## config.mk

```make
export PLATFORM = sky130hd
export DESIGN_NAME = time_base
export DESIGN_NICKNAME = d
export VERILOG_FILES = /design/src/sump_pkg.sv /design/src/time_base.sv
export SDC_FILE = /design/constraint.sdc
export NUM_CORES = 1
export LEC_CHECK = 0
export ABC_AREA = 1
export BUFFER_PORTS_ARGS = -buffer_cell sky130_fd_sc_hd__buf_2
export CORE_MARGIN = 10
export CORE_UTILIZATION = 40
export DETAILED_ROUTE_END_ITERATION = 16
export PLACE_DENSITY = 0.66
export SYNTH_ARGS = -nofsm -noshare
export SYNTH_HDL_FRONTEND = slang
export SYNTH_SLANG_ARGS = --single-unit
```

## constraint.sdc

```tcl
create_clock -name clk_80m -period 1.38 [get_ports clk_80m]
set_input_delay 0.138 -clock clk_80m [delete_from_list [all_inputs] [get_ports clk_80m]]
set_output_delay 0.138 -clock clk_80m [all_outputs]
set_load 0.01 [all_outputs]
```

## src/sump_pkg.sv

```systemverilog
// -------------------------------------------------------------------
// shared widths, time constants, enums and sample word layouts
// -------------------------------------------------------------------
package sump_pkg;

  // time base
  localparam int clk_mhz    = 80;               // clk_80m cycles per 1 us tick
  localparam int div_w      = $clog2(clk_mhz);
  localparam int decade     = 10;               // rollover of each decade stage
  localparam int us_per_ms  = 1000;
  localparam int us_w       = 10;               // us field 0..999
  localparam int dec_w      = 4;                // ms, 10ms, 100ms, s fields
  localparam int dec_stages = 4;
  localparam int ts_w       = us_w + dec_stages * dec_w;  // 26

  // capture memory and bus
  localparam int ram_depth  = 256;
  localparam int ram_addr_w = 8;
  localparam int cnt_w      = ram_addr_w + 1;   // write count 0..256
  localparam int word_w     = 32;

  // probes
  localparam int adc_w      = 12;
  localparam int fsm_w      = 3;
  localparam int fsm_states = 2 ** fsm_w;
  localparam int tx_index_w = 8;

  // control opcodes, low nibble of a control write
  localparam int op_w = 4;
  typedef enum logic [op_w-1:0] {
    op_nop       = 4'd0,
    op_arm       = 4'd1,
    op_stop      = 4'd2,
    op_src_dig   = 4'd3,
    op_src_ana   = 4'd4,
    op_rd_status = 4'd5,
    op_rd_time   = 4'd6
  } lb_opcode_t;

  typedef enum logic [1:0] {st_idle = 2'd0, st_armed = 2'd1, st_done = 2'd2} cap_state_t;
  typedef enum logic {src_dig = 1'b0, src_ana = 1'b1} src_sel_t;
  typedef enum logic {rdsel_status = 1'b0, rdsel_time = 1'b1} rd_sel_t;

  // digital word bit positions, 13..23 stay zero
  localparam int dig_fault_bit    = 0;
  localparam int dig_good_bit     = 1;
  localparam int dig_onehot_lsb   = 2;          // 8 one-hot state flags
  localparam int dig_cadence_bit  = 10;
  localparam int dig_waveform_bit = 11;
  localparam int dig_receive_bit  = 12;
  localparam int dig_index_lsb    = 24;

  // analog word, 27..24 stay zero
  localparam int ch_id_w                = 4;
  localparam logic [ch_id_w-1:0] adc_ch_id = 4'd0;
  localparam int ana_id_lsb = 28;
  localparam int ana_a_lsb  = 12;
  localparam int ana_b_lsb  = 0;

  // status word
  localparam int stat_state_lsb = 0;
  localparam int stat_src_bit   = 2;
  localparam int stat_count_lsb = 8;

endpackage

```

## src/time_base.sv

```systemverilog
// -------------------------------------------------------------------
// 1 MHz tick divider and decade counters forming the timestamp
// -------------------------------------------------------------------
`timescale 1ns/1ps

module time_base import sump_pkg::*; (
  input  logic            clk_80m,
  input  logic            arst_n,
  output logic            tick,       // one cycle every clk_mhz cycles
  output logic [ts_w-1:0] timestamp   // {s, 100ms, 10ms, ms, us}
);

  logic [div_w-1:0]      div_cnt;
  logic [us_w-1:0]       us_cnt;
  logic [dec_w-1:0]      dec_cnt [dec_stages];  // 0 = ms ... 3 = s
  logic [dec_stages-1:0] carry;                 // registered carry into each stage
  logic [dec_stages-1:0] wrap;                  // stage at 9 and advancing
  logic                  us_wrap;

  // -----------------------------------------------------------------
  // 80 MHz down to 1 MHz
  // -----------------------------------------------------------------
  always_ff @(posedge clk_80m or negedge arst_n) begin
    if (!arst_n) begin
      div_cnt <= '0;
      tick    <= 1'b0;
    end else begin
      tick <= (div_cnt == div_w'(clk_mhz - 1));
      if (div_cnt == div_w'(clk_mhz - 1)) begin
        div_cnt <= '0;
      end else begin
        div_cnt <= div_cnt + 1'b1;
      end
    end
  end

  assign us_wrap = tick && (us_cnt == us_w'(us_per_ms - 1));  // 999 -> 0

  always_comb begin
    for (int i = 0; i < dec_stages; i++) begin
      wrap[i] = carry[i] && (dec_cnt[i] == dec_w'(decade - 1));
    end
  end

  // -----------------------------------------------------------------
  // us counter then decade chain, each stage one cycle behind its carry
  // -----------------------------------------------------------------
  always_ff @(posedge clk_80m or negedge arst_n) begin
    if (!arst_n) begin
      us_cnt  <= '0;
      carry   <= '0;
      dec_cnt <= '{default: '0};
    end else begin
      if (tick) begin
        us_cnt <= us_wrap ? '0 : us_cnt + 1'b1;
      end
      carry <= {wrap[dec_stages-2:0], us_wrap};  // seconds wrap goes nowhere
      for (int i = 0; i < dec_stages; i++) begin
        if (carry[i]) begin
          dec_cnt[i] <= wrap[i] ? '0 : dec_cnt[i] + 1'b1;
        end
      end
    end
  end

  always_comb begin
    timestamp[us_w-1:0] = us_cnt;
    for (int i = 0; i < dec_stages; i++) begin
      timestamp[us_w + i*dec_w +: dec_w] = dec_cnt[i];
    end
  end

endmodule
```

==> results.json <==
{
  "antenna_found_initial": 0,
  "wl_per_cell_um": 11.6,
  "yosys_warnings": 0,
  "die-height_um": 87.7,
  "reg2reg_to": "us_cnt[1]",
  "total_leakage_power_nw": 1.20,
  "tightest_slew_ns": 0.394,
  "critPathCaptureType": "flop",
  "cts_buffer_depth": 2,
  "drt_first_iter_violations": 21,
  "tritoncts": "yes",
  "fin_crit_sh_pct": 91.7,
  "nFillCells": 447,
  "dp_hpwl_um": 2530,
  "grt_pass1_vias": 1408,
  "drive_above_1_share_pct": 18.9,
  "design_area_sq_um": 2160,
  "cts_root_buffer": "clkbuf_8",
  "die_x_um": 87.7,
  "antenna_cells": 0,
  "num_vias": 1403,
  "synth_top_cell_by_area": "dfrtp_1",
  "r2r_start": "us_cnt[1]",
  "ys.flop_type": "dfrtp_1",
  "ys_top_cells_by_count": "nand2_1, dfrtp_1, inv_1",
  "dp_cells": 288,
  "fmax_ghz": 0.791,
  "seqCellArea_sq_um": 951,
  "post_dp_cell_area_sq_um": 2050,
  "final_cells": 296,
  "synth_seq_cells": 38,
  "yosysMostFrequentCell": "nand2_1",
  "min_path_type": "primary input to asynchronous set/reset pin",
  "cp-start-kind": "flop",
  "fin_tns_setup_ns": 0,
  "hold_violations": 0,
  "finalNetCount": 257,
  "path_max_fanout": 7,
  "final_antenna_net_count": 0,
  "reg2regPathDepth": 6,
  "finalWirelength_um": 3440,
  "clkLatencyLatePin_ns": 0.29,
  "async_flop_share_pct": 100,
  "rsz0062_at_grt": "false",
  "gp_congestion": 0.801,
  "mappedNetlistNets": 220,
  "hold_slack_ns": 0.312,
  "cpPeakStageDelay_ns": 0.39,
  "yosys-top-cells-area": "dfrtp_1, nand2_1, inv_1",
  "gr-total-overflow": 0,
  "cts.clk_slew.worst_paths_ns": 0.07,
  "synth_top_area_share_pct": 51.9,
  "portBuffers": 28,
  "dr.pass1.iters": 4,
  "ys_seq_area_share_pct": 51.9,
  "area_delta_synth_final_pct": 18.0,
  "cts.sinks": 38,
  "final_util_pct": 49.3,
  "grtUsageTotal_pct": 9.63,
  "crit_required_ns": 1.56,
  "ys_types": 21,
  "rrSetupSlack_ns": 0.12,
  "io_pins": 29,
  "htree_levels": 2,
  "power_density_nw_per_um2": 878,
  "path_cells": "ha_2 > nand3_2 > inv_1 > nand3_4 > nand3_1 > nand2_1",
  "die_area_sq_um": 7680,
  "initial_core_util_pct": 41.8,
  "slew_violations": 0,
  "cp.arrival_ns": 1.45,
  "syn_area_sq_um": 1830,
  "syn_avg_cell_area_sq_um": 8.80,
  "netlist_instances": 208,
  "maxCapViolCount": 0,
  "viasPerCell": 4.74,
  "grt_pass1_wl_um": 6070,
  "cpMaxStageDelayCell": "dfrtp_1",
  "vdd_drop_max_mv": 0.578,
  "finalSetupViolCount": 0,
  "coreArea_sq_um": 4380,
  "drc": 0,
  "slew_headroom_pct": 73.7,
  "core.rowCount": 24,
  "multi_input_area_sq_um": 757,
  "status": "finished clean",
  "grt_max_degree": 24,
  "fin_skew_ns": 0.00734,
  "critPathKind": "flop to flop",
  "numCtsBuffers": 5,
  "synth-edff-count": 0,
  "fin_crit_ns": 1.26
}
[kinds of logic (layout without fill, tap and decap cells)]
family	after synthesis	in the layout	synth area share, %
XOR/XNOR	6	6	2.87
adder cells (fa/ha/maj)	10	10	6.84
AO/OA/AOI/OAI	21	21	6.08
AND/OR/NAND/NOR	97	97	24.5
buffers and inverters	35	71	7.24
multiplexers	1	1	0.547
flip-flops	38	38	51.9
[worst max path at each step]
stage	startpoint	cells past startpoint	endpoint	slack [ns]
detailed placement	us_cnt[0]	6	us_cnt[1]	0.06
global route	us_cnt[6]	5	us_cnt[1]	0.002
floorplan	us_cnt[0]	5	us_cnt[2]	0.14
CTS	us_cnt[0]	6	us_cnt[3]	0.05
global placement	us_cnt[0]	6	us_cnt[9]	0.12
finish	us_cnt[1]	6	us_cnt[1]	0.12
[cell type report]
cell class	count	share of cell area [%]
clock buffer	6	3.82
tap	52	3.01
timing repair buffer	31	8.22
multi-input combinational	135	35.0
inverter	34	5.91
sequential	38	44.0
[critical path, delay by kind of cell (launching register included)]
family,cells,cell delay [ns]
simple gates,4,0.40
flops,1,0.39
fa+ha+maj,1,0.22
buf+inv,1,0.14
[cell usage in the layout, fill, tap and decap left out]
cell	count
nand2_1	43
nand3_1	8
nor3_1	5
nor2_2	1
a21oi_1	10
o21ai_0	6
nand3_2	3
nand2_2	1
inv_1	34
nor2_4	2
o22ai_1	4
xor2_1	5
dfrtp_1	38
a31oi_1	1
nand4_1	8
xnor2_1	1
or2_2	1
mux2i_1	1
buf_2	28
clkbuf_8	6
nor2_1	24
nand3_4	1
ha_2	1
dlygate4sd3_1	1
buf_4	1
ha_1	9
buf_12	1
[per-layer routing]
layer / vias up / GRT usage [%] / share of wire [%]
li1: 733 / - / -
met1: 643 / 11.2 / 47
met2: 22 / 15.9 / 46
met3: 5 / 4.18 / 6.1
met4: 0 / 2.61 / 0.73
met5: - / 0 / 0
[flip-flops by register name (all words and copies together), names as in the netlist]
register,cells
carry,4
div_cnt,7
tick,1
timestamp,16
us_cnt,10
[report_power, final]
part | internal (W) | leakage (nW) | switching [W]
Sequential | 0.00111 | 0.517 | 0
Clock | 0.000385 | 0.0431 | 0.000367
Combinational | 0.00000849 | 0.644 | 0.0000227
Total | 0.00151 | 1.20 | 0.000390
[timing repair]
action                                  4_1_cts  5_1_grt
endpoints found under the hold margin        15        0
hold buffers                                  1        0
setup buffers                                 0        1
resized for setup                             0        2
endpoints found under the setup margin        0        8
[through the flow]
stage	setup WS [ns]	total power, W
after floorplan	0.143	0.00113
after global placement	0.125	0.00117
after detailed placement	0.0644	0.00117
after CTS	0.0462	0.00193
after global routing	0.00193	0.00198
final	0.115	0.00190
(Power assumes the default switching activity.)
