[src/sump_pkg.sv]
// -------------------------------------------------------------------
// shared widths, time constants, enums and sample word layouts
// -------------------------------------------------------------------
package sump_pkg;

  // time base
  localparam int clk_mhz    = 80;               // clk_80m cycles per 1 us tick
  localparam int div_w      = $clog2(clk_mhz);
  localparam int decade     = 10;               // rollover of each decade stage
  localparam int us_per_ms  = 1000;
  localparam int us_w       = 10;               // us field 0..999
  localparam int dec_w      = 4;                // ms, 10ms, 100ms, s fields
  localparam int dec_stages = 4;
  localparam int ts_w       = us_w + dec_stages * dec_w;  // 26

  // capture memory and bus
  localparam int ram_depth  = 256;
  localparam int ram_addr_w = 8;
  localparam int cnt_w      = ram_addr_w + 1;   // write count 0..256
  localparam int word_w     = 32;

  // probes
  localparam int adc_w      = 12;
  localparam int fsm_w      = 3;
  localparam int fsm_states = 2 ** fsm_w;
  localparam int tx_index_w = 8;

  // control opcodes, low nibble of a control write
  localparam int op_w = 4;
  typedef enum logic [op_w-1:0] {
    op_nop       = 4'd0,
    op_arm       = 4'd1,
    op_stop      = 4'd2,
    op_src_dig   = 4'd3,
    op_src_ana   = 4'd4,
    op_rd_status = 4'd5,
    op_rd_time   = 4'd6
  } lb_opcode_t;

  typedef enum logic [1:0] {st_idle = 2'd0, st_armed = 2'd1, st_done = 2'd2} cap_state_t;
  typedef enum logic {src_dig = 1'b0, src_ana = 1'b1} src_sel_t;
  typedef enum logic {rdsel_status = 1'b0, rdsel_time = 1'b1} rd_sel_t;

  // digital word bit positions, 13..23 stay zero
  localparam int dig_fault_bit    = 0;
  localparam int dig_good_bit     = 1;
  localparam int dig_onehot_lsb   = 2;          // 8 one-hot state flags
  localparam int dig_cadence_bit  = 10;
  localparam int dig_waveform_bit = 11;
  localparam int dig_receive_bit  = 12;
  localparam int dig_index_lsb    = 24;

  // analog word, 27..24 stay zero
  localparam int ch_id_w                = 4;
  localparam logic [ch_id_w-1:0] adc_ch_id = 4'd0;
  localparam int ana_id_lsb = 28;
  localparam int ana_a_lsb  = 12;
  localparam int ana_b_lsb  = 0;

  // status word
  localparam int stat_state_lsb = 0;
  localparam int stat_src_bit   = 2;
  localparam int stat_count_lsb = 8;

endpackage

[src/la_if.sv]
// -------------------------------------------------------------------
// capture control and capture RAM interfaces
// -------------------------------------------------------------------
`timescale 1ns/1ps

// control strobes and capture status between bus regs and capture FSM
interface cap_ctrl_if import sump_pkg::*; ();

  logic             arm;       // one cycle strobe
  logic             stop;      // one cycle strobe
  src_sel_t         src_sel;   // probe word source
  cap_state_t       state;
  logic [cnt_w-1:0] wr_count;  // samples stored, 0..256

  // bus register side
  modport lb (
    output arm,
    output stop,
    output src_sel,
    input  state,
    input  wr_count
  );

  // capture FSM side
  modport cap (
    input  arm,
    input  stop,
    output state,
    output wr_count
  );

  modport fmt (input src_sel);  // probe formatter only needs the source

endinterface

// sample memory, write side from capture FSM, read side from bus regs
interface cap_ram_if import sump_pkg::*; ();

  logic                  wr_en;
  logic [ram_addr_w-1:0] wr_addr;
  logic [word_w-1:0]     wr_data;
  logic [ram_addr_w-1:0] rd_addr;
  logic [word_w-1:0]     rd_data;  // registered, 1 cycle after rd_addr

  modport writer (output wr_en, output wr_addr, output wr_data);
  modport mem    (input wr_en, input wr_addr, input wr_data, input rd_addr, output rd_data);
  modport reader (output rd_addr, input rd_data);

endinterface

[src/capture_ctrl.sv]
// -------------------------------------------------------------------
// capture FSM and write pointer, one sample per tick
// -------------------------------------------------------------------
`timescale 1ns/1ps

module capture_ctrl import sump_pkg::*; (
  input  logic              clk_80m,
  input  logic              arst_n,
  input  logic              tick,         // 1 MHz sample strobe
  input  logic [word_w-1:0] sample_word,
  cap_ctrl_if.cap           ctrl,
  cap_ram_if.writer         ram
);

  logic wr_go;  // store this cycle

  // arm and stop win over a tick landing in the same cycle
  assign wr_go = (ctrl.state == st_armed) && tick && !ctrl.arm && !ctrl.stop;

  // -----------------------------------------------------------------
  // state and count
  // -----------------------------------------------------------------
  always_ff @(posedge clk_80m or negedge arst_n) begin
    if (!arst_n) begin
      ctrl.state    <= st_idle;
      ctrl.wr_count <= '0;
    end else if (ctrl.arm) begin
      // also restarts a capture in progress
      ctrl.wr_count <= '0;
      ctrl.state    <= st_armed;
    end else if (ctrl.stop) begin
      ctrl.state <= st_idle;  // count kept for status
    end else if (wr_go) begin
      ctrl.wr_count <= ctrl.wr_count + 1'b1;
      if (ctrl.wr_count == cnt_w'(ram_depth - 1)) begin
        ctrl.state <= st_done;  // last location written
      end
    end
  end

  // -----------------------------------------------------------------
  // ram write port
  // -----------------------------------------------------------------
  assign ram.wr_en   = wr_go;
  assign ram.wr_addr = ctrl.wr_count[ram_addr_w-1:0];  // 0..255 while armed
  assign ram.wr_data = sample_word;

endmodule

[src/flat_wrapper.sv]
// flat-port wrapper written by rule: the top's interface ports become plain ports
module capture_ctrl_flat import sump_pkg::*;
  (clk_80m, arst_n, tick, sample_word, ctrl_arm, ctrl_stop, ctrl_state, ctrl_wr_count, ram_wr_en, ram_wr_addr, ram_wr_data);
  cap_ctrl_if ctrl_i ();
  cap_ram_if ram_i ();
  input  logic clk_80m;
  input  logic arst_n;
  input  logic tick;
  input  logic [word_w-1:0] sample_word;
  input wire logic [$bits(ctrl_i.arm)-1:0] ctrl_arm;
  input wire logic [$bits(ctrl_i.stop)-1:0] ctrl_stop;
  output wire logic [$bits(ctrl_i.state)-1:0] ctrl_state;
  output wire logic [$bits(ctrl_i.wr_count)-1:0] ctrl_wr_count;
  output wire logic [$bits(ram_i.wr_en)-1:0] ram_wr_en;
  output wire logic [$bits(ram_i.wr_addr)-1:0] ram_wr_addr;
  output wire logic [$bits(ram_i.wr_data)-1:0] ram_wr_data;
  assign ctrl_i.arm = ctrl_arm;
  assign ctrl_i.stop = ctrl_stop;
  assign ctrl_state = ctrl_i.state;
  assign ctrl_wr_count = ctrl_i.wr_count;
  assign ram_wr_en = ram_i.wr_en;
  assign ram_wr_addr = ram_i.wr_addr;
  assign ram_wr_data = ram_i.wr_data;
  capture_ctrl u_core (.clk_80m(clk_80m), .arst_n(arst_n), .tick(tick), .sample_word(sample_word), .ctrl(ctrl_i), .ram(ram_i));
endmodule
[config.mk]
export PLATFORM = sky130hd
export DESIGN_NAME = capture_ctrl_flat
export DESIGN_NICKNAME = d
export VERILOG_FILES = /design/src/sump_pkg.sv /design/src/la_if.sv /design/src/capture_ctrl.sv /design/src/flat_wrapper.sv
export SDC_FILE = /design/constraint.sdc
export NUM_CORES = 1
export LEC_CHECK = 0
export CAP_MARGIN = 10
export CORE_MARGIN = 5
export CORE_UTILIZATION = 65
export DETAILED_ROUTE_END_ITERATION = 10
export DONT_BUFFER_PORTS = 1
export GPL_TIMING_DRIVEN = 0
export PLACE_DENSITY = 0.8
export SETUP_SLACK_MARGIN = 0.4
export SYNTH_ARGS = -nofsm -noshare
export SYNTH_HDL_FRONTEND = slang
export SYNTH_SLANG_ARGS = --single-unit
[constraint.sdc]
create_clock -name clk_80m -period 2.55 [get_ports clk_80m]
set_clock_uncertainty 0.2 [all_clocks]
set_input_delay 0.255 -clock clk_80m [delete_from_list [all_inputs] [get_ports clk_80m]]
set_output_delay 0.255 -clock clk_80m [all_outputs]
set_load 0.01 [all_outputs]
==> impl_metrics.py <==
metrics = {
    "outcome": {
        "status": "finished, final reports clean",
    },
    "critical_path": {
        "cp-end-kind": "primary output",
        "worstPathArrival_ns": 1.36,
        "crit_start": "u_core.ctrl.state[1]$_DFFE_PN0P_",
        "cp_num_buf_inv": 1,
        "timing.rr.start": "u_core.ctrl.state[1]$_DFFE_PN0P_",
        "crit_chain": "nand4bb_1 -> buf_2 -> nor2_1",
        "crit_type": "flip-flop to primary output",
        "critical_path_required_ns": 2.10,
        "worst_setup_path_start_kind": "flip-flop",
        "worst_path_largest_cell_delay_ns": 0.44,
        "crit_fanout": 10,
        "cp_slowest_cell": "dfrtp_1",
        "path_delay_family": "simple AND/OR/NAND/NOR gates",
    },
    "timing": {
        "tightest_slew_ns": 0.501,
        "fin_setup_tns_ns": 0,
        "slew_headroom_pct": 66.5,
        "finalHoldViolations": 0,
        "finalMaxSlewViolations": 0,
        "max_freq_ghz": 0.551,
        "setup_viol": 0,
        "finalCritPeriodShare_pct": 71.2,
        "post-route-min-period_ns": 1.82,
        "rsz0062_at_grt": "no",
    },
    "finish": {
        "nets": 145,
        "layoutNonFillerInstCount": 120,
        "area_growth_pct": 8.68,
        "design_area_um2": 940,
        "diodes": 0,
        "final_core_util_pct": 73.1,
        "final_common_cell": "buf_4",
        "mostFrequentLayoutCells": "buf_4, dfrtp_1, a21oi_1",
        "drive_gt1_share_pct": 44.8,
    },
    "clocking": {
        "h-tree-depth": 1,
        "clk_pin_slew_worst_paths_ns": 0.06,
        "clock_sink_count": 11,
        "clockBufferDepth": 2,
        "tritoncts": "built",
        "numCtsBuffers": 3,
        "clockRootBuffer": "clkbuf_4",
        "post-cts-setup-buffers": 0,
        "clock_latency_ns": 0.27,
    },
    "global_route": {
        "grt_pass1_wl_um": 2670,
        "grtUsageTotal_pct": 18.0,
        "grt_pass1_vias": 600,
        "grt_max_degree": 12,
        "overflow": 0,
        "antenna_found_initial": 0,
    },
    "die": {
        "num_rows": 13,
        "start_util_pct": 67.3,
        "die_area_mm2": 0.00216,
        "io_pins": 89,
        "die_h_um": 46.5,
        "die_x_um": 46.5,
        "coreArea_mm2": 0.00128,
    },
    "logic_synthesis": {
        "avgSynthCellArea_um2": 8.82,
        "synth_top_area_share_pct": 34.7,
        "syn_inst": 98,
        "synth_top_family_by_area": "buffers and inverters",
        "postSynth.asyncResetShare_pct": 100,
        "synth_ff_type": "dfrtp_1",
        "synthXorXnorAreaFrac_pct": 1.01,
        "syn-num-nets": 137,
        "synth-seq-area-share_pct": 31.8,
        "synthMuxAreaShare_pct": 1.30,
        "synth_area_um2": 865,
        "yosysWarnings": 0,
        "synthSimpleGateAreaFrac_pct": 16.1,
        "synth-edff-count": 0,
        "ys_types": 25,
        "synthTopCellsByArea": "buf_4, dfrtp_1, a21oi_1, ha_1, o31ai_1",
        "synth_fa_ha_area_share_pct": 2.89,
        "synth_top_cell_by_area": "buf_4",
        "synth-seq-cells": 11,
        "synth_compound_area_share_pct": 9.84,
    },
    "hold_path": {
        "min_from": "tick",
        "hold_path_class": "input pin to flip-flop",
    },
    "pwr": {
        "clockPowerShare_pct": 30.8,
        "p_comb_share_pct": 21.1,
        "finalPower_uw": 384,
        "p_int_uw": 282,
        "switching_share_pct": 26.7,
        "p_leak_uw": 0.000445,
        "p_seq_share_pct": 48.1,
        "max-vdd-ir-drop_mv": 0.320,
        "power.switching_uw": 103,
        "p_per_area_mw_per_mm2": 409,
    },
    "routing": {
        "via_count": 675,
        "postRouteAntennaNets": 0,
        "vias_per_cell": 5.63,
        "wl_per_cell_um": 16.3,
        "drt_iter0_markers": 10,
        "drt_pass1_iterations": 4,
        "drc": 0,
        "wl_um": 1960,
    },
    "placement": {
        "dpl_cell_area_um2": 883,
        "port-buffer-count": 0,
        "gp_congestion": 0.725,
        "dp.final_hpwl_um": 1600,
        "dp_cells": 113,
    },
    "flow_run": {
        "maxCapViolCount": 0,
    },
}
==> final timing paths <==
check                      depth (start not counted)  slack [ns]                                  end
max in group asynchronous                          1        1.62  u_core.ctrl.wr_count[4]$_DFFE_PN0P_
min reg2reg                                        2        0.44  u_core.ctrl.wr_count[6]$_DFFE_PN0P_
max                                                3        0.73                            ram_wr_en
min in group asynchronous                          1        0.18  u_core.ctrl.wr_count[6]$_DFFE_PN0P_
min                                                2        0.01     u_core.ctrl.state[1]$_DFFE_PN0P_
max reg2reg                                        4        0.74  u_core.ctrl.wr_count[6]$_DFFE_PN0P_
==> Yosys cell counts, drive strengths merged, types with 2 or more instances <==
| cell type | number |
|---|---|
| buf | 41 |
| dfrtp | 11 |
| a21oi | 6 |
| nor2 | 5 |
| nand2 | 4 |
| inv | 3 |
| nand3 | 3 |
| o31ai | 3 |
| or4 | 3 |
| ha | 2 |
| nand4 | 2 |
| o21ai | 2 |
| or3 | 2 |
==> per-stage QoR <==
step	setup WS [ns]	hold slack [ns]
after floorplan	0.860	-0.241
after global placement	0.769	-0.240
after detailed placement	0.754	-0.240
after CTS	0.717	0.00436
after global routing	0.638	0.0210
final	0.734	0.0120
==> final cells by class <==
class | instances | area, um2
flip-flops and latches | 11 | 275
clock buffers | 4 | 26.3
multi-input cells | 42 | 269
well taps | 15 | 18.8
repair buffers | 3 | 30.0
fillers | 106 | 345
plain buffers | 42 | 309
inverters | 3 | 11.3
==> per-layer routing <==
| layer | global-route usage (%) | vias up | routed length [um] |
|---|---|---|---|
| li1 | - | 314 | - |
| met1 | 18.5 | 300 | 591 |
| met2 | 29.9 | 56 | 998 |
| met3 | 8.59 | 5 | 339 |
| met4 | 9.09 | 0 | 31 |
| met5 | 0 | - | 0 |
==> logic make-up after synthesis <==
| logic type | after synthesis |
|---|---|
| flip-flops | 11 |
| buffers and inverters | 45 |
| XOR/XNOR | 1 |
| AND/OR/NAND/NOR | 24 |
| adder cells (fa/ha/maj) | 2 |
| multiplexers | 1 |
| AO/OA/AOI/OAI | 14 |
==> what timing repair did <==
item | in CTS | in global routing
resized for setup | 0 | 0
endpoints found under the hold margin | 13 | 0
hold buffers | 3 | 0
==> state kept, by name (all words and copies together), names as in the netlist <==
name,cells
u_core.ctrl.wr_count,9
u_core.ctrl.state,2
==> power groups by stage <==
stage | sequential, uW | combinational, uW | clock (uW)
2_1_floorplan | 187 | 68.5 | 0
3_3_place_gp | 188 | 74.5 | 0
3_5_place_dp | 188 | 75.4 | 0
4_1_cts | 185 | 82.6 | 123
5_1_grt | 186 | 87.6 | 128
6_report | 185 | 81.0 | 119
No activity file was read; power rests on OpenSTA's default activity.
