==> src/sump_pkg.sv <==
// -------------------------------------------------------------------
// shared widths, time constants, enums and sample word layouts
// -------------------------------------------------------------------
package sump_pkg;

  // time base
  localparam int clk_mhz    = 80;               // clk_80m cycles per 1 us tick
  localparam int div_w      = $clog2(clk_mhz);
  localparam int decade     = 10;               // rollover of each decade stage
  localparam int us_per_ms  = 1000;
  localparam int us_w       = 10;               // us field 0..999
  localparam int dec_w      = 4;                // ms, 10ms, 100ms, s fields
  localparam int dec_stages = 4;
  localparam int ts_w       = us_w + dec_stages * dec_w;  // 26

  // capture memory and bus
  localparam int ram_depth  = 256;
  localparam int ram_addr_w = 8;
  localparam int cnt_w      = ram_addr_w + 1;   // write count 0..256
  localparam int word_w     = 32;

  // probes
  localparam int adc_w      = 12;
  localparam int fsm_w      = 3;
  localparam int fsm_states = 2 ** fsm_w;
  localparam int tx_index_w = 8;

  // control opcodes, low nibble of a control write
  localparam int op_w = 4;
  typedef enum logic [op_w-1:0] {
    op_nop       = 4'd0,
    op_arm       = 4'd1,
    op_stop      = 4'd2,
    op_src_dig   = 4'd3,
    op_src_ana   = 4'd4,
    op_rd_status = 4'd5,
    op_rd_time   = 4'd6
  } lb_opcode_t;

  typedef enum logic [1:0] {st_idle = 2'd0, st_armed = 2'd1, st_done = 2'd2} cap_state_t;
  typedef enum logic {src_dig = 1'b0, src_ana = 1'b1} src_sel_t;
  typedef enum logic {rdsel_status = 1'b0, rdsel_time = 1'b1} rd_sel_t;

  // digital word bit positions, 13..23 stay zero
  localparam int dig_fault_bit    = 0;
  localparam int dig_good_bit     = 1;
  localparam int dig_onehot_lsb   = 2;          // 8 one-hot state flags
  localparam int dig_cadence_bit  = 10;
  localparam int dig_waveform_bit = 11;
  localparam int dig_receive_bit  = 12;
  localparam int dig_index_lsb    = 24;

  // analog word, 27..24 stay zero
  localparam int ch_id_w                = 4;
  localparam logic [ch_id_w-1:0] adc_ch_id = 4'd0;
  localparam int ana_id_lsb = 28;
  localparam int ana_a_lsb  = 12;
  localparam int ana_b_lsb  = 0;

  // status word
  localparam int stat_state_lsb = 0;
  localparam int stat_src_bit   = 2;
  localparam int stat_count_lsb = 8;

endpackage

==> src/la_if.sv <==
// -------------------------------------------------------------------
// capture control and capture RAM interfaces
// -------------------------------------------------------------------
`timescale 1ns/1ps

// control strobes and capture status between bus regs and capture FSM
interface cap_ctrl_if import sump_pkg::*; ();

  logic             arm;       // one cycle strobe
  logic             stop;      // one cycle strobe
  src_sel_t         src_sel;   // probe word source
  cap_state_t       state;
  logic [cnt_w-1:0] wr_count;  // samples stored, 0..256

  // bus register side
  modport lb (
    output arm,
    output stop,
    output src_sel,
    input  state,
    input  wr_count
  );

  // capture FSM side
  modport cap (
    input  arm,
    input  stop,
    output state,
    output wr_count
  );

  modport fmt (input src_sel);  // probe formatter only needs the source

endinterface


==> src/probe_format.sv <==
// -------------------------------------------------------------------
// probe word formatter, digital or analog sample word
// -------------------------------------------------------------------
`timescale 1ns/1ps

module probe_format import sump_pkg::*; (
  input  logic                  clk_80m,
  input  logic                  arst_n,
  input  logic                  psu_fault,
  input  logic                  psu_good,
  input  logic [fsm_w-1:0]      psu_fsm,
  input  logic                  tx_cadence,
  input  logic                  tx_waveform,
  input  logic                  tx_receive,
  input  logic [tx_index_w-1:0] tx_index,
  input  logic [adc_w-1:0]      adc_a,
  input  logic [adc_w-1:0]      adc_b,
  cap_ctrl_if.fmt               ctrl,
  output logic [word_w-1:0]     sample_word
);

  logic [fsm_states-1:0] fsm_onehot;
  logic [word_w-1:0]     dig_word;
  logic [word_w-1:0]     ana_word;

  // one flag per PSU state code
  assign fsm_onehot = fsm_states'(1) << psu_fsm;

  // low speed digital word
  always_comb begin
    dig_word                                  = '0;
    dig_word[dig_fault_bit]                   = psu_fault;
    dig_word[dig_good_bit]                    = psu_good;
    dig_word[dig_onehot_lsb +: fsm_states]    = fsm_onehot;
    dig_word[dig_cadence_bit]                 = tx_cadence;
    dig_word[dig_waveform_bit]                = tx_waveform;
    dig_word[dig_receive_bit]                 = tx_receive;
    dig_word[dig_index_lsb +: tx_index_w]     = tx_index;
  end

  // analog word, channel id on top, two adc values below
  always_comb begin
    ana_word                          = '0;
    ana_word[ana_id_lsb +: ch_id_w]   = adc_ch_id;
    ana_word[ana_a_lsb +: adc_w]      = adc_a;
    ana_word[ana_b_lsb +: adc_w]      = adc_b;
  end

  // single register stage, probes and source seen 1 cycle later
  always_ff @(posedge clk_80m or negedge arst_n) begin
    if (!arst_n) begin
      sample_word <= '0;
    end else begin
      sample_word <= (ctrl.src_sel == src_ana) ? ana_word : dig_word;
    end
  end

endmodule

==> src/flat_wrapper.sv <==
// flat-port wrapper written by rule: the top's interface ports become plain ports
module probe_format_flat import sump_pkg::*;
  (clk_80m, arst_n, psu_fault, psu_good, psu_fsm, tx_cadence, tx_waveform, tx_receive, tx_index, adc_a, adc_b, sample_word, ctrl_src_sel);
  cap_ctrl_if ctrl_i ();
  input  logic clk_80m;
  input  logic arst_n;
  input  logic psu_fault;
  input  logic psu_good;
  input  logic [fsm_w-1:0] psu_fsm;
  input  logic tx_cadence;
  input  logic tx_waveform;
  input  logic tx_receive;
  input  logic [tx_index_w-1:0] tx_index;
  input  logic [adc_w-1:0] adc_a;
  input  logic [adc_w-1:0] adc_b;
  output logic [word_w-1:0] sample_word;
  input wire logic [$bits(ctrl_i.src_sel)-1:0] ctrl_src_sel;
  assign ctrl_i.src_sel = ctrl_src_sel;
  probe_format u_core (.clk_80m(clk_80m), .arst_n(arst_n), .psu_fault(psu_fault), .psu_good(psu_good), .psu_fsm(psu_fsm), .tx_cadence(tx_cadence), .tx_waveform(tx_waveform), .tx_receive(tx_receive), .tx_index(tx_index), .adc_a(adc_a), .adc_b(adc_b), .ctrl(ctrl_i), .sample_word(sample_word));
endmodule
==> config.mk <==
export PLATFORM = sky130hd
export DESIGN_NAME = probe_format_flat
export DESIGN_NICKNAME = d
export VERILOG_FILES = /design/src/sump_pkg.sv /design/src/la_if.sv /design/src/probe_format.sv /design/src/flat_wrapper.sv
export SDC_FILE = /design/constraint.sdc
export NUM_CORES = 1
export LEC_CHECK = 0
export BUFFER_PORTS_ARGS = -buffer_cell sky130_fd_sc_hd__buf_2
export CAP_MARGIN = 40
export CORE_MARGIN = 2
export CORE_UTILIZATION = 37
export DETAILED_ROUTE_END_ITERATION = 6
export PLACE_DENSITY = 0.73
export SETUP_SLACK_MARGIN = 0.15
export SLEW_MARGIN = 5
export SYNTH_ARGS = -nofsm -noshare
export SYNTH_HDL_FRONTEND = slang
export SYNTH_SLANG_ARGS = --single-unit
export TNS_END_PERCENT = 5
==> constraint.sdc <==
create_clock -name clk_80m -period 0.8 [get_ports clk_80m]
set_input_delay 0.16 -clock clk_80m [delete_from_list [all_inputs] [get_ports clk_80m]]
set_output_delay 0.16 -clock clk_80m [all_outputs]
set_load 0.05 [all_outputs]
==> report_table.html <==
<table>
<tr><th>Metric</th><th>Value</th></tr>
<tr><th colspan="2">Status</th></tr>
<tr><td>Outcome</td><td>finished with violations</td></tr>
<tr><td>Violated checks</td><td>setup timing</td></tr>
<tr><th colspan="2">Power and ir drop</th></tr>
<tr><td>Combinational share of power</td><td>0.217</td></tr>
<tr><td>Flop pwr share</td><td>0.442</td></tr>
<tr><td>Net switching component of the power</td><td>1.09 mW</td></tr>
<tr><td>Part of the total power dissipated in the clock network</td><td>0.341</td></tr>
<tr><td>Sw Ratio</td><td>0.274</td></tr>
<tr><td>Total power consumption of the routed design</td><td>3.97 mW</td></tr>
<tr><td>Power per unit of standard cell area</td><td>2120 nW/um^2</td></tr>
<tr><td>Static leakage</td><td>0.964 nW</td></tr>
<tr><td>Max IR drop VDD</td><td>1.14 mV</td></tr>
<tr><td>Total internal power</td><td>2.89 mW</td></tr>
<tr><th colspan="2">Final layout</th></tr>
<tr><td>Largest register FFs</td><td>32</td></tr>
<tr><td>FF+latch area</td><td>803 um^2</td></tr>
<tr><td>Registers with the most flip-flops</td><td>u_core.sample_word x32</td></tr>
<tr><td>Largest register by flop count</td><td>u_core.sample_word</td></tr>
<tr><td>Antenna diode count</td><td>0</td></tr>
<tr><td>Area growth syn-to-layout</td><td>63.3%</td></tr>
<tr><td>Ratio of cells with drive above 1 in the final layout</td><td>0.585</td></tr>
<tr><td>Total of fill cells in the finished design</td><td>230</td></tr>
<tr><td>Layout Nets</td><td>206</td></tr>
<tr><td>Area of the multi-input gates</td><td>294 um^2</td></tr>
<tr><th colspan="2">Min path</th></tr>
<tr><td>Count of cells along the worst hold path</td><td>3</td></tr>
<tr><td>Min-delay worst type</td><td>in -&gt; reg</td></tr>
<tr><th colspan="2">Floorplan</th></tr>
<tr><td>Starting utilization of the core area</td><td>0.382</td></tr>
<tr><td>Die boundary width</td><td>59.7 um</td></tr>
<tr><td>Die H</td><td>59.7 um</td></tr>
<tr><td>Area enclosed by the die boundary</td><td>3560 um^2</td></tr>
<tr><td>Core outline area</td><td>3000 um^2</td></tr>
<tr><td># IOs</td><td>75</td></tr>
<tr><td>Row Count</td><td>20</td></tr>
<tr><th colspan="2">Synthesis</th></tr>
<tr><td>Top cell type's share of synthesized area</td><td>0.699</td></tr>
<tr><td>Top-count cell post-synth</td><td>sky130_fd_sc_hd__dfrtp_1</td></tr>
<tr><td>Yosys cell types</td><td>16</td></tr>
<tr><td>Most numerous cell types in the synthesized netlist</td><td>sky130_fd_sc_hd__dfrtp_1 (32), sky130_fd_sc_hd__and2_1 (11), sky130_fd_sc_hd__nor2b_1 (8)</td></tr>
<tr><td>Synthesis-stage register bit count</td><td>32</td></tr>
<tr><td>Sequential area share after synthesis</td><td>0.699</td></tr>
<tr><td>Async set or reset register ratio after synthesis</td><td>1.00</td></tr>
<tr><td>Library cell occupying the most area in the post-synthesis netlist</td><td>sky130_fd_sc_hd__dfrtp_1</td></tr>
<tr><td>Top_reg_cell synth</td><td>sky130_fd_sc_hd__dfrtp_1</td></tr>
<tr><td>Largest cells by area after synthesis</td><td>sky130_fd_sc_hd__dfrtp_1 (70%), sky130_fd_sc_hd__and2_1 (6.0%), sky130_fd_sc_hd__mux2_2 (4.9%)</td></tr>
<tr><td>Cell count after synthesis</td><td>81</td></tr>
<tr><td>Synthesized area per cell</td><td>14.1 um^2</td></tr>
<tr><td>Cell area after technology mapping</td><td>1150 um^2</td></tr>
<tr><td>Post-synth EDFFs</td><td>0</td></tr>
<tr><td>Total of warnings raised by yosys</td><td>0</td></tr>
<tr><td>Synthesized net count</td><td>124</td></tr>
<tr><th colspan="2">Route</th></tr>
<tr><td>Total length of routed wires</td><td>2.55 mm</td></tr>
<tr><td>Via count of the routed design</td><td>895</td></tr>
<tr><td>Post-route DRC violation count</td><td>0</td></tr>
<tr><td>Number of violations reported at the end of detailed-routing iteration 0</td><td>12</td></tr>
<tr><td>Wire length per cell after detailed routing</td><td>12.9 um</td></tr>
<tr><td>Post-route antenna net violation count</td><td>0</td></tr>
<tr><td>Post-DR vias/cell</td><td>4.54</td></tr>
<tr><td>Number of iterations in the first detailed-routing pass</td><td>4</td></tr>
<tr><th colspan="2">Placement</th></tr>
<tr><td>Total half-perimeter wirelength after legalization and detailed placement</td><td>1.89 mm</td></tr>
<tr><td>Final weighted congestion in routability-driven placement</td><td>0.850</td></tr>
<tr><td>IO Port Bufs</td><td>74</td></tr>
<tr><th colspan="2">STA</th></tr>
<tr><td>Rel. slew slack</td><td>0.824</td></tr>
<tr><td>Setup WS post-layout</td><td>-249 ps</td></tr>
<tr><td>Least-Margin Pin Slew</td><td>265 ps</td></tr>
<tr><td>Setup_tns</td><td>-7070 ps</td></tr>
<tr><td>RSZ-0062 raised after global routing</td><td>true</td></tr>
<tr><td>Fin. max-slew vios</td><td>0</td></tr>
<tr><td>Fmax</td><td>953 MHz</td></tr>
<tr><td>Final Critical Period</td><td>1050 ps</td></tr>
<tr><td>Number of hold violations in the final report</td><td>0</td></tr>
<tr><td># setup viols final</td><td>32</td></tr>
<tr><td>Share of the cycle needed by the critical path after routing</td><td>1.31</td></tr>
<tr><th colspan="2">Setup path</th></tr>
<tr><td>Critical path's largest stage delay</td><td>410 ps</td></tr>
<tr><td>Crit Path Max Fanout</td><td>1</td></tr>
<tr><td>Timing startpoint of the critical path</td><td>u_core.sample_word[0]$_DFF_PN0_</td></tr>
<tr><td>Critical path class</td><td>reg -&gt; out</td></tr>
<tr><td>Crit path buffers/inverters</td><td>1</td></tr>
<tr><td>CP arrival</td><td>890 ps</td></tr>
<tr><td>Element type at the critical path start</td><td>flip-flop</td></tr>
<tr><td>Endpoint required time on the critical path</td><td>640 ps</td></tr>
<tr><td>Critical Path End Type</td><td>output pin</td></tr>
<tr><td>Largest delay share family, worst path</td><td>flip-flops</td></tr>
<tr><td>Critical path endpoint</td><td>sample_word[0]</td></tr>
<tr><td>Crit. path cell count</td><td>1</td></tr>
<tr><td>Slowest library cell on the worst path</td><td>sky130_fd_sc_hd__dfrtp_2</td></tr>
<tr><td>Cells along the critical path</td><td>buf_6</td></tr>
<tr><th colspan="2">Global routing</th></tr>
<tr><td>Total routing resource utilization after global routing</td><td>0.152</td></tr>
<tr><td>Global-route wire length before repair</td><td>3.89 mm</td></tr>
<tr><td>Pin count of the biggest net entering global routing</td><td>33</td></tr>
<tr><td>Overflow left after global routing</td><td>0</td></tr>
<tr><td>Number of antenna violations at the first check in global routing</td><td>0</td></tr>
<tr><td>Number of global-route vias before repair</td><td>888</td></tr>
<tr><th colspan="2">CTS</th></tr>
<tr><td>Sink count of the clock tree</td><td>32</td></tr>
<tr><td>Clock tree from TritonCTS</td><td>built</td></tr>
<tr><td>Clock root buffer</td><td>sky130_fd_sc_hd__clkbuf_4</td></tr>
<tr><td>Clock buffer depth</td><td>2</td></tr>
<tr><td>H-tree levels</td><td>2</td></tr>
<tr><td>CTS clock-pin slew for the worst setup and hold paths</td><td>100 ps</td></tr>
<tr><td>Number of buffers created by CTS</td><td>5</td></tr>
<tr><th colspan="2">Flow run</th></tr>
<tr><td>Max-capacitance violation count</td><td>0</td></tr>
</table>
==> kinds of logic (layout without fill, tap and decap cells) <==
family / Yosys count / in the layout / synth area share
buffers and inverters: 7 / 90 / 0.0448
and+or+nand+nor: 29 / 29 / 0.146
DFF: 32 / 32 / 0.699
AOI/OAI and AO/OA: 8 / 8 / 0.0611
muxes: 5 / 5 / 0.0491
==> cell type report <==
type / count / share of cell area
Clock buffer: 7 / 0.0348
Tap cell: 33 / 0.0221
Clock inverter: 1 / 0.0160
Multi-Input combinational cell: 42 / 0.157
Timing Repair Buffer: 80 / 0.337
Sequential cell: 32 / 0.429
Inverter: 2 / 0.00401
==> repair_timing <==
| action | CTS | global route |
|---|---|---|
| pin swaps | 0 | 0 |
| hold endpoints to repair | 32 | 0 |
| buffers inserted | 0 | 0 |
| endpoints found under the setup margin | 32 | 32 |
| resized for setup | 64 | 0 |
| hold buffers | 1 | 0 |
==> how the worst min path moves through the flow <==
stage	start	endpoint	slack (ps)
floorplan	arst_n	u_core.sample_word[0]$_DFF_PN0_	-140
global placement	arst_n	u_core.sample_word[13]$_DFF_PN0_	120
detailed placement	arst_n	u_core.sample_word[14]$_DFF_PN0_	130
CTS	adc_b[7]	u_core.sample_word[7]$_DFF_PN0_	30
global route	adc_b[7]	u_core.sample_word[7]$_DFF_PN0_	30
finish	adc_b[7]	u_core.sample_word[7]$_DFF_PN0_	40
==> metrics by stage <==
stage                     cell area [um^2]  worst slack (ps)  utilization  hold slack [ps]  cells
after CTS                             1870              -272        0.623             26.9    197
after detailed placement              1570              -116        0.522              127    188
final                                 1870              -249        0.623             39.8    197
after global placement                1570             -97.2        0.522              123    188
after floorplan                       1150              54.1            -             -136     81
after global routing                  1870              -292        0.623             26.1    197
==> placed cells by master (no fill, tap or decap), drive strengths merged <==
cell type     n
nor2b         8
nand3b        2
nand2         4
clkbuf        7
dlygate4sd3   1
inv           2
a32o          3
and2         11
dfrtp        32
bufinv        1
mux2          5
buf          79
nor2          3
a22o          1
o21ai         3
o41ai         1
nand3         1
==> layer usage <==
layer  routed length (um)  global-route usage  up-vias
met5                    0                   0        -
met4                   69              0.0921        0
met3                  194              0.0498        8
met2                 1250               0.242       47
met1                 1030               0.176      412
li1                     -                   -      428
==> power by group through the flow <==
stage | Clock [mW] | Sequential, mW | Combinational, mW
finish | 1.36 | 1.76 | 0.861
CTS | 1.39 | 1.76 | 0.867
detailed placement | 0 | 1.77 | 0.745
global route | 1.45 | 1.77 | 0.908
floorplan | 0 | 2.12 | 0.130
global placement | 0 | 1.76 | 0.734
Note: power is estimated with default switching activity, not from simulation.
