--- src/sump_pkg.sv ---
// -------------------------------------------------------------------
// shared widths, time constants, enums and sample word layouts
// -------------------------------------------------------------------
package sump_pkg;

  // time base
  localparam int clk_mhz    = 80;               // clk_80m cycles per 1 us tick
  localparam int div_w      = $clog2(clk_mhz);
  localparam int decade     = 10;               // rollover of each decade stage
  localparam int us_per_ms  = 1000;
  localparam int us_w       = 10;               // us field 0..999
  localparam int dec_w      = 4;                // ms, 10ms, 100ms, s fields
  localparam int dec_stages = 4;
  localparam int ts_w       = us_w + dec_stages * dec_w;  // 26

  // capture memory and bus
  localparam int ram_depth  = 256;
  localparam int ram_addr_w = 8;
  localparam int cnt_w      = ram_addr_w + 1;   // write count 0..256
  localparam int word_w     = 32;

  // probes
  localparam int adc_w      = 12;
  localparam int fsm_w      = 3;
  localparam int fsm_states = 2 ** fsm_w;
  localparam int tx_index_w = 8;

  // control opcodes, low nibble of a control write
  localparam int op_w = 4;
  typedef enum logic [op_w-1:0] {
    op_nop       = 4'd0,
    op_arm       = 4'd1,
    op_stop      = 4'd2,
    op_src_dig   = 4'd3,
    op_src_ana   = 4'd4,
    op_rd_status = 4'd5,
    op_rd_time   = 4'd6
  } lb_opcode_t;

  typedef enum logic [1:0] {st_idle = 2'd0, st_armed = 2'd1, st_done = 2'd2} cap_state_t;
  typedef enum logic {src_dig = 1'b0, src_ana = 1'b1} src_sel_t;
  typedef enum logic {rdsel_status = 1'b0, rdsel_time = 1'b1} rd_sel_t;

  // digital word bit positions, 13..23 stay zero
  localparam int dig_fault_bit    = 0;
  localparam int dig_good_bit     = 1;
  localparam int dig_onehot_lsb   = 2;          // 8 one-hot state flags
  localparam int dig_cadence_bit  = 10;
  localparam int dig_waveform_bit = 11;
  localparam int dig_receive_bit  = 12;
  localparam int dig_index_lsb    = 24;

  // analog word, 27..24 stay zero
  localparam int ch_id_w                = 4;
  localparam logic [ch_id_w-1:0] adc_ch_id = 4'd0;
  localparam int ana_id_lsb = 28;
  localparam int ana_a_lsb  = 12;
  localparam int ana_b_lsb  = 0;

  // status word
  localparam int stat_state_lsb = 0;
  localparam int stat_src_bit   = 2;
  localparam int stat_count_lsb = 8;

endpackage

--- src/la_if.sv ---
// -------------------------------------------------------------------
// capture control and capture RAM interfaces
// -------------------------------------------------------------------
`timescale 1ns/1ps

// control strobes and capture status between bus regs and capture FSM
interface cap_ctrl_if import sump_pkg::*; ();

  logic             arm;       // one cycle strobe
  logic             stop;      // one cycle strobe
  src_sel_t         src_sel;   // probe word source
  cap_state_t       state;
  logic [cnt_w-1:0] wr_count;  // samples stored, 0..256

  // bus register side
  modport lb (
    output arm,
    output stop,
    output src_sel,
    input  state,
    input  wr_count
  );

  // capture FSM side
  modport cap (
    input  arm,
    input  stop,
    output state,
    output wr_count
  );

  modport fmt (input src_sel);  // probe formatter only needs the source

endinterface

// sample memory, write side from capture FSM, read side from bus regs
interface cap_ram_if import sump_pkg::*; ();

  logic                  wr_en;
  logic [ram_addr_w-1:0] wr_addr;
  logic [word_w-1:0]     wr_data;
  logic [ram_addr_w-1:0] rd_addr;
  logic [word_w-1:0]     rd_data;  // registered, 1 cycle after rd_addr

  modport writer (output wr_en, output wr_addr, output wr_data);
  modport mem    (input wr_en, input wr_addr, input wr_data, input rd_addr, output rd_data);
  modport reader (output rd_addr, input rd_data);

endinterface

--- src/lb_regs.sv ---
// -------------------------------------------------------------------
// local bus decode, control opcodes, read pointer and read pipeline
// -------------------------------------------------------------------
`timescale 1ns/1ps

module lb_regs import sump_pkg::*; (
  input  logic              clk_80m,
  input  logic              arst_n,
  input  logic              lb_cs_ctrl,
  input  logic              lb_cs_data,
  input  logic              lb_wr,
  input  logic              lb_rd,
  input  logic [word_w-1:0] lb_wr_d,
  output logic [word_w-1:0] lb_rd_d,
  output logic              lb_rd_rdy,   // 2 cycles after lb_rd
  input  logic [ts_w-1:0]   timestamp,
  cap_ctrl_if.lb            ctrl,
  cap_ram_if.reader         ram
);

  lb_opcode_t            opcode;
  logic                  ctrl_wr;
  logic                  ctrl_rd;
  logic                  data_wr;
  logic                  data_rd;
  rd_sel_t               rd_sel;      // what a control read returns
  logic [ram_addr_w-1:0] rd_ptr;
  logic [word_w-1:0]     status_word;
  logic [word_w-1:0]     ctrl_word;
  logic                  rd_vld_p1;   // read in flight, stage 1
  logic                  rd_data_p1;  // stage 1 targets the RAM
  logic [word_w-1:0]     snap_p1;     // status or time at the strobe

  assign ctrl_wr = lb_cs_ctrl && lb_wr;
  assign ctrl_rd = lb_cs_ctrl && lb_rd;
  assign data_wr = lb_cs_data && lb_wr;
  assign data_rd = lb_cs_data && lb_rd;
  assign opcode  = lb_opcode_t'(lb_wr_d[op_w-1:0]);

  // -----------------------------------------------------------------
  // control opcodes
  // -----------------------------------------------------------------
  always_ff @(posedge clk_80m or negedge arst_n) begin
    if (!arst_n) begin
      ctrl.arm     <= 1'b0;
      ctrl.stop    <= 1'b0;
      ctrl.src_sel <= src_dig;
      rd_sel       <= rdsel_status;
    end else begin
      ctrl.arm  <= 1'b0;  // strobes last one cycle
      ctrl.stop <= 1'b0;
      if (ctrl_wr) begin
        case (opcode)
          op_nop:       ;
          op_arm:       ctrl.arm     <= 1'b1;
          op_stop:      ctrl.stop    <= 1'b1;
          op_src_dig:   ctrl.src_sel <= src_dig;
          op_src_ana:   ctrl.src_sel <= src_ana;
          op_rd_status: rd_sel       <= rdsel_status;
          op_rd_time:   rd_sel       <= rdsel_time;
          default:      ;  // unused codes ignored
        endcase
      end
    end
  end

  // read pointer, loaded by data write, bumped per data read
  always_ff @(posedge clk_80m or negedge arst_n) begin
    if (!arst_n) begin
      rd_ptr <= '0;
    end else if (data_wr) begin
      rd_ptr <= lb_wr_d[ram_addr_w-1:0];
    end else if (data_rd) begin
      rd_ptr <= rd_ptr + 1'b1;  // wraps at 256
    end
  end

  assign ram.rd_addr = rd_ptr;

  always_comb begin
    status_word                             = '0;
    status_word[stat_state_lsb +: 2]        = ctrl.state;
    status_word[stat_src_bit]               = ctrl.src_sel;
    status_word[stat_count_lsb +: cnt_w]    = ctrl.wr_count;
  end

  assign ctrl_word = (rd_sel == rdsel_time) ? word_w'(timestamp) : status_word;

  // -----------------------------------------------------------------
  // two stage read pipeline, RAM data lands in stage 1
  // -----------------------------------------------------------------
  always_ff @(posedge clk_80m or negedge arst_n) begin
    if (!arst_n) begin
      rd_vld_p1  <= 1'b0;
      rd_data_p1 <= 1'b0;
      lb_rd_rdy  <= 1'b0;
    end else begin
      rd_vld_p1  <= ctrl_rd || data_rd;
      rd_data_p1 <= data_rd;
      lb_rd_rdy  <= rd_vld_p1;
    end
  end

  always_ff @(posedge clk_80m) begin
    snap_p1 <= ctrl_word;
    lb_rd_d <= rd_data_p1 ? ram.rd_data : snap_p1;  // valid with lb_rd_rdy
  end

endmodule

--- src/flat_wrapper.sv ---
// flat-port wrapper written by rule: the top's interface ports become plain ports
module lb_regs_flat import sump_pkg::*;
  (clk_80m, arst_n, lb_cs_ctrl, lb_cs_data, lb_wr, lb_rd, lb_wr_d, lb_rd_d, lb_rd_rdy, timestamp, ctrl_arm, ctrl_stop, ctrl_src_sel, ctrl_state, ctrl_wr_count, ram_rd_addr, ram_rd_data);
  cap_ctrl_if ctrl_i ();
  cap_ram_if ram_i ();
  input  logic clk_80m;
  input  logic arst_n;
  input  logic lb_cs_ctrl;
  input  logic lb_cs_data;
  input  logic lb_wr;
  input  logic lb_rd;
  input  logic [word_w-1:0] lb_wr_d;
  output logic [word_w-1:0] lb_rd_d;
  output logic lb_rd_rdy;
  input  logic [ts_w-1:0] timestamp;
  output wire logic [$bits(ctrl_i.arm)-1:0] ctrl_arm;
  output wire logic [$bits(ctrl_i.stop)-1:0] ctrl_stop;
  output wire logic [$bits(ctrl_i.src_sel)-1:0] ctrl_src_sel;
  input wire logic [$bits(ctrl_i.state)-1:0] ctrl_state;
  input wire logic [$bits(ctrl_i.wr_count)-1:0] ctrl_wr_count;
  output wire logic [$bits(ram_i.rd_addr)-1:0] ram_rd_addr;
  input wire logic [$bits(ram_i.rd_data)-1:0] ram_rd_data;
  assign ctrl_arm = ctrl_i.arm;
  assign ctrl_stop = ctrl_i.stop;
  assign ctrl_src_sel = ctrl_i.src_sel;
  assign ctrl_i.state = ctrl_state;
  assign ctrl_i.wr_count = ctrl_wr_count;
  assign ram_rd_addr = ram_i.rd_addr;
  assign ram_i.rd_data = ram_rd_data;
  lb_regs u_core (.clk_80m(clk_80m), .arst_n(arst_n), .lb_cs_ctrl(lb_cs_ctrl), .lb_cs_data(lb_cs_data), .lb_wr(lb_wr), .lb_rd(lb_rd), .lb_wr_d(lb_wr_d), .lb_rd_d(lb_rd_d), .lb_rd_rdy(lb_rd_rdy), .timestamp(timestamp), .ctrl(ctrl_i), .ram(ram_i));
endmodule
--- config.mk ---
export PLATFORM = sky130hd
export DESIGN_NAME = lb_regs_flat
export DESIGN_NICKNAME = d
export VERILOG_FILES = /design/src/sump_pkg.sv /design/src/la_if.sv /design/src/lb_regs.sv /design/src/flat_wrapper.sv
export SDC_FILE = /design/constraint.sdc
export NUM_CORES = 1
export LEC_CHECK = 0
export BUFFER_PORTS_ARGS = -buffer_cell sky130_fd_sc_hd__buf_2
export CORE_MARGIN = 3
export CORE_UTILIZATION = 39
export CTS_CLUSTER_DIAMETER = 100
export DETAILED_ROUTE_END_ITERATION = 10
export GPL_TIMING_DRIVEN = 0
export PLACE_DENSITY_LB_ADDON = 0.3
export SYNTH_ARGS = -nofsm -noshare
export SYNTH_HDL_FRONTEND = slang
export SYNTH_SLANG_ARGS = --single-unit
--- constraint.sdc ---
create_clock -name clk_80m -period 1.2 [get_ports clk_80m]
set_input_delay 0.24 -clock clk_80m [delete_from_list [all_inputs] [get_ports clk_80m]]
set_output_delay 0.24 -clock clk_80m [all_outputs]
set_load 0.05 [all_outputs]
==> impl_metrics.csv <==
group,metric,value,unit
route,drc,0,
grt,grt-ovfl-total,0,
synth,netlist_instances,201,
min_path,hp-class,"in2reg",
grt,global_route_wire_length_before_repair,9170,um
synth,mappedNetlistArea,0.00254,mm2
route,post_drt_wl_per_cell,13.7,um
flow_run,drv_cap,0,
worst_setup_path,timing.critical_path.slowest_cell_delay,0.43,ns
worst_setup_path,worst-setup-path-type,"reg2reg",
cts,clock_root_buffer,"sky130_fd_sc_hd__clkbuf_8",
cells_and_area,final_layout_size_suffix_gt1_share,60.0,%
cts,numCtsBuffers,9,
cells_and_area,multi_input_comb_area,967,um2
sta,tns,-0.155,ns
floorplanning,die_height,86.8,um
power_and_ir_drop,leakage,1.78,nW
sta,setup_ws,-0.0534,ns
floorplanning,initial_core_util,41.5,%
grt,global_route_total_usage_across_every_layer,15.8,%
synth,yosysUniqueCellTypes,33,
floorplanning,placeable_core_area,0.00613,mm2
power_and_ir_drop,ir_drop,0.000964,V
power_and_ir_drop,power.density,1590,mW/mm2
cells_and_area,layout.cells.most_common_list,"sky130_fd_sc_hd__buf_2, sky130_fd_sc_hd__dfxtp_1, sky130_fd_sc_hd__mux2_2",
sta,max_freq,798,MHz
worst_setup_path,worst-endpoint-required,1.47,ns
cts,cts_tree,"done",
route,via_per_inst,4.77,
worst_setup_path,setup.reg_to_reg.worst_slack,-0.05,ns
cells_and_area,regArea,0.00155,mm2
synth,syn_area_per_cell,12.7,um2
synth,synth-warning-count,0,
cts,tritoncts_num_sinks,73,
grt,maximum_number_of_pins_on_one_net_before_global_route_repair,16,
worst_setup_path,worst_setup_path_end_kind,"flip-flop",
synth,ys_seq_area_share,60.4,%
cells_and_area,layout_commonest_cell,"sky130_fd_sc_hd__buf_2",
sta,rsz0062_at_grt,"true",
worst_setup_path,critical-path-slowest-cell,"sky130_fd_sc_hd__dfrtp_2",
place,port_buffers,126,
cts,clk_transition_reported_paths,0.08,ns
sta,fin_worst_skew,0.00786,ns
cells_and_area,insertedDiodeCount,0,
sta,timing.final.max_slew_violations,0,
route,drtAntennaViolNets,0,
synth,synth_seq_cells,73,
route,route.final.wire_length,5840,um
min_path,worst_hold_path.num_cells,2,
route,dr.pass1.iters,4,
cts,cts_buffer_depth,2,
grt,via_count_of_the_first_global_routing_pass,2012,
sta,setup_viol_count_final,8,
route,detail_route.iter0.violations,31,
worst_setup_path,element_type_at_the_critical_path_start,"flip-flop",
cts,clk-insertion-delay-late,0.34,ns
worst_setup_path,crit_fanout,5,
worst_setup_path,worstPathCellList,"ha_4, nand4_4, or4_1, nand3_1",
cells_and_area,area_growth,44.4,%
cells_and_area,num-nets-final,453,
sta,finalHoldViolations,0,
route,vias,2029,
floorplanning,pin_count,151,
place,gp_congestion,0.813,
sta,hold_ws,0.0985,ns
min_path,launch_point_of_the_worst_hold_path,"timestamp[3]",
floorplanning,die-area,0.00753,mm2
grt,antenna_violations_before_repair,0,
power_and_ir_drop,total_power,5.84,mW
cells_and_area,final.fill_count,544,
worst_setup_path,critical_path.startpoint,"u_core.ram.rd_addr[1]",
sta,layout_min_cycle_time,1.25,ns
worst_setup_path,r2r.worst_path.cells,4,
place,detailedPlacementHpwl,4280,um
run_status,status,"finished with violations",
sta,maxSlewHeadroom,62.3,%
sta,tightest_slew,0.559,ns
synth,syn_nets,309,
worst_setup_path,crit-reg2reg-capture,"u_core.ram.rd_addr[6]",
worst_setup_path,cp.arrival,1.53,ns
cts,htree_levels,3,
floorplanning,die_w,86.8,um
run_status,failed_checks,"setup timing",
sta,fin_crit_sh,104,%
worst_setup_path,ff_to_ff_start,"u_core.ram.rd_addr[1]",
floorplanning,row_count,28,
place,preCtsSetupSlack,-0.175,ns
worst_setup_path,critPathCapture,"u_core.ram.rd_addr[6]",
-- state kept, by name, indices dropped and copies added (netlist names) --
name,cells
u_core.ctrl.arm,1
u_core.ctrl.src_sel,1
u_core.ctrl.stop,1
u_core.lb_rd_d,32
u_core.lb_rd_rdy,1
u_core.ram.rd_addr,8
u_core.rd_data_p1,1
u_core.rd_sel,1
u_core.rd_vld_p1,1
u_core.snap_p1,26
-- report_power, final --
part / internal [mW] / switching, mW
sequential: 2.58 / 0.0883
combinational: 0.414 / 0.616
clock: 1.19 / 0.955
-- cell usage after synthesis --
library cell | count | area [um2]
sky130_fd_sc_hd__a21oi_1 | 2 | 10.0
sky130_fd_sc_hd__buf_4 | 1 | 7.51
sky130_fd_sc_hd__nand4_2 | 1 | 12.5
sky130_fd_sc_hd__nand4_1 | 1 | 6.26
sky130_fd_sc_hd__nand2b_1 | 1 | 6.26
sky130_fd_sc_hd__or4_1 | 3 | 22.5
sky130_fd_sc_hd__nand3b_1 | 2 | 15.0
sky130_fd_sc_hd__nand3_1 | 4 | 20.0
sky130_fd_sc_hd__and4b_1 | 1 | 10.0
sky130_fd_sc_hd__and2_1 | 21 | 131
sky130_fd_sc_hd__ha_1 | 1 | 12.5
sky130_fd_sc_hd__and4_2 | 1 | 10.0
sky130_fd_sc_hd__o21a_1 | 1 | 7.51
sky130_fd_sc_hd__and3_2 | 1 | 7.51
sky130_fd_sc_hd__a21o_2 | 1 | 8.76
sky130_fd_sc_hd__dfxtp_1 | 58 | 1160
sky130_fd_sc_hd__nor3b_1 | 2 | 15.0
sky130_fd_sc_hd__buf_2 | 7 | 35.0
sky130_fd_sc_hd__nor2_1 | 5 | 18.8
sky130_fd_sc_hd__a32oi_1 | 3 | 26.3
sky130_fd_sc_hd__o211ai_1 | 3 | 22.5
sky130_fd_sc_hd__a21boi_0 | 2 | 15.0
sky130_fd_sc_hd__o22a_1 | 2 | 17.5
sky130_fd_sc_hd__mux2_2 | 38 | 428
sky130_fd_sc_hd__clkbuf_1 | 3 | 11.3
sky130_fd_sc_hd__o21ai_0 | 4 | 20.0
sky130_fd_sc_hd__and3b_1 | 1 | 8.76
sky130_fd_sc_hd__nand4bb_1 | 1 | 11.3
sky130_fd_sc_hd__nand2_1 | 4 | 15.0
sky130_fd_sc_hd__inv_1 | 4 | 15.0
sky130_fd_sc_hd__o31ai_1 | 1 | 7.51
sky130_fd_sc_hd__a22o_1 | 6 | 52.6
sky130_fd_sc_hd__dfrtp_1 | 15 | 375
-- kinds of logic after synthesis --
logic type / count (synthesis) / share of synthesized area (%)
adders and majority gates: 1 / 0.492
and+or+nand+nor: 49 / 12.2
AOI/OAI and AO/OA: 25 / 7.38
DFF: 73 / 60.4
buffers and inverters: 15 / 2.71
muxes: 38 / 16.8
-- layout make-up --
class	count	share of cell area [%]
multi-input cells	113	26.3
flip-flops and latches	73	42.1
plain buffers	10	1.84
clock buffers	9	3.37
inverters	4	0.409
well taps	75	2.56
repair buffers	134	20.6
clock inverters	7	2.76
-- stage by stage --
stage / area (um2) / utilization, % / instances
after global routing: 3670 / 59.9 / 425
after floorplan: 2570 / - / 201
after detailed placement: 3300 / 53.8 / 402
after CTS: 3620 / 59.0 / 421
after global placement: 3300 / 53.8 / 402
final: 3670 / 59.9 / 425
-- metal layers --
layer | wire length [um] | global-route usage [%] | up-vias
li1 | - | - | 996
met1 | 2400 | 18.5 | 938
met2 | 2860 | 26.2 | 88
met3 | 479 | 3.80 | 7
met4 | 100 | 9.63 | 0
met5 | 0 | 0 | -
-- timing repair --
item,4_1_cts,5_1_grt
pin swaps,0,2
setup buffers,3,4
gates resized for setup,22,10
setup endpoints to repair,53,37
hold endpoints to repair,15,0
hold buffers,1,0
-- critical path, delay by kind of cell (launching register included) --
family | cells | cell delay, ns
adders and majority gates | 1 | 0.16
DFF | 1 | 0.43
and+or+nand+nor | 3 | 0.59
-- worst min-delay path by stage --
stage / endpoint
6_report: u_core.snap_p1[3]
4_1_cts: u_core.snap_p1[6]
3_3_place_gp: u_core.ram.rd_addr[7]
5_1_grt: u_core.snap_p1[4]
3_5_place_dp: u_core.ctrl.src_sel
2_1_floorplan: u_core.ctrl.arm
Note: power is estimated with default switching activity, not from simulation.
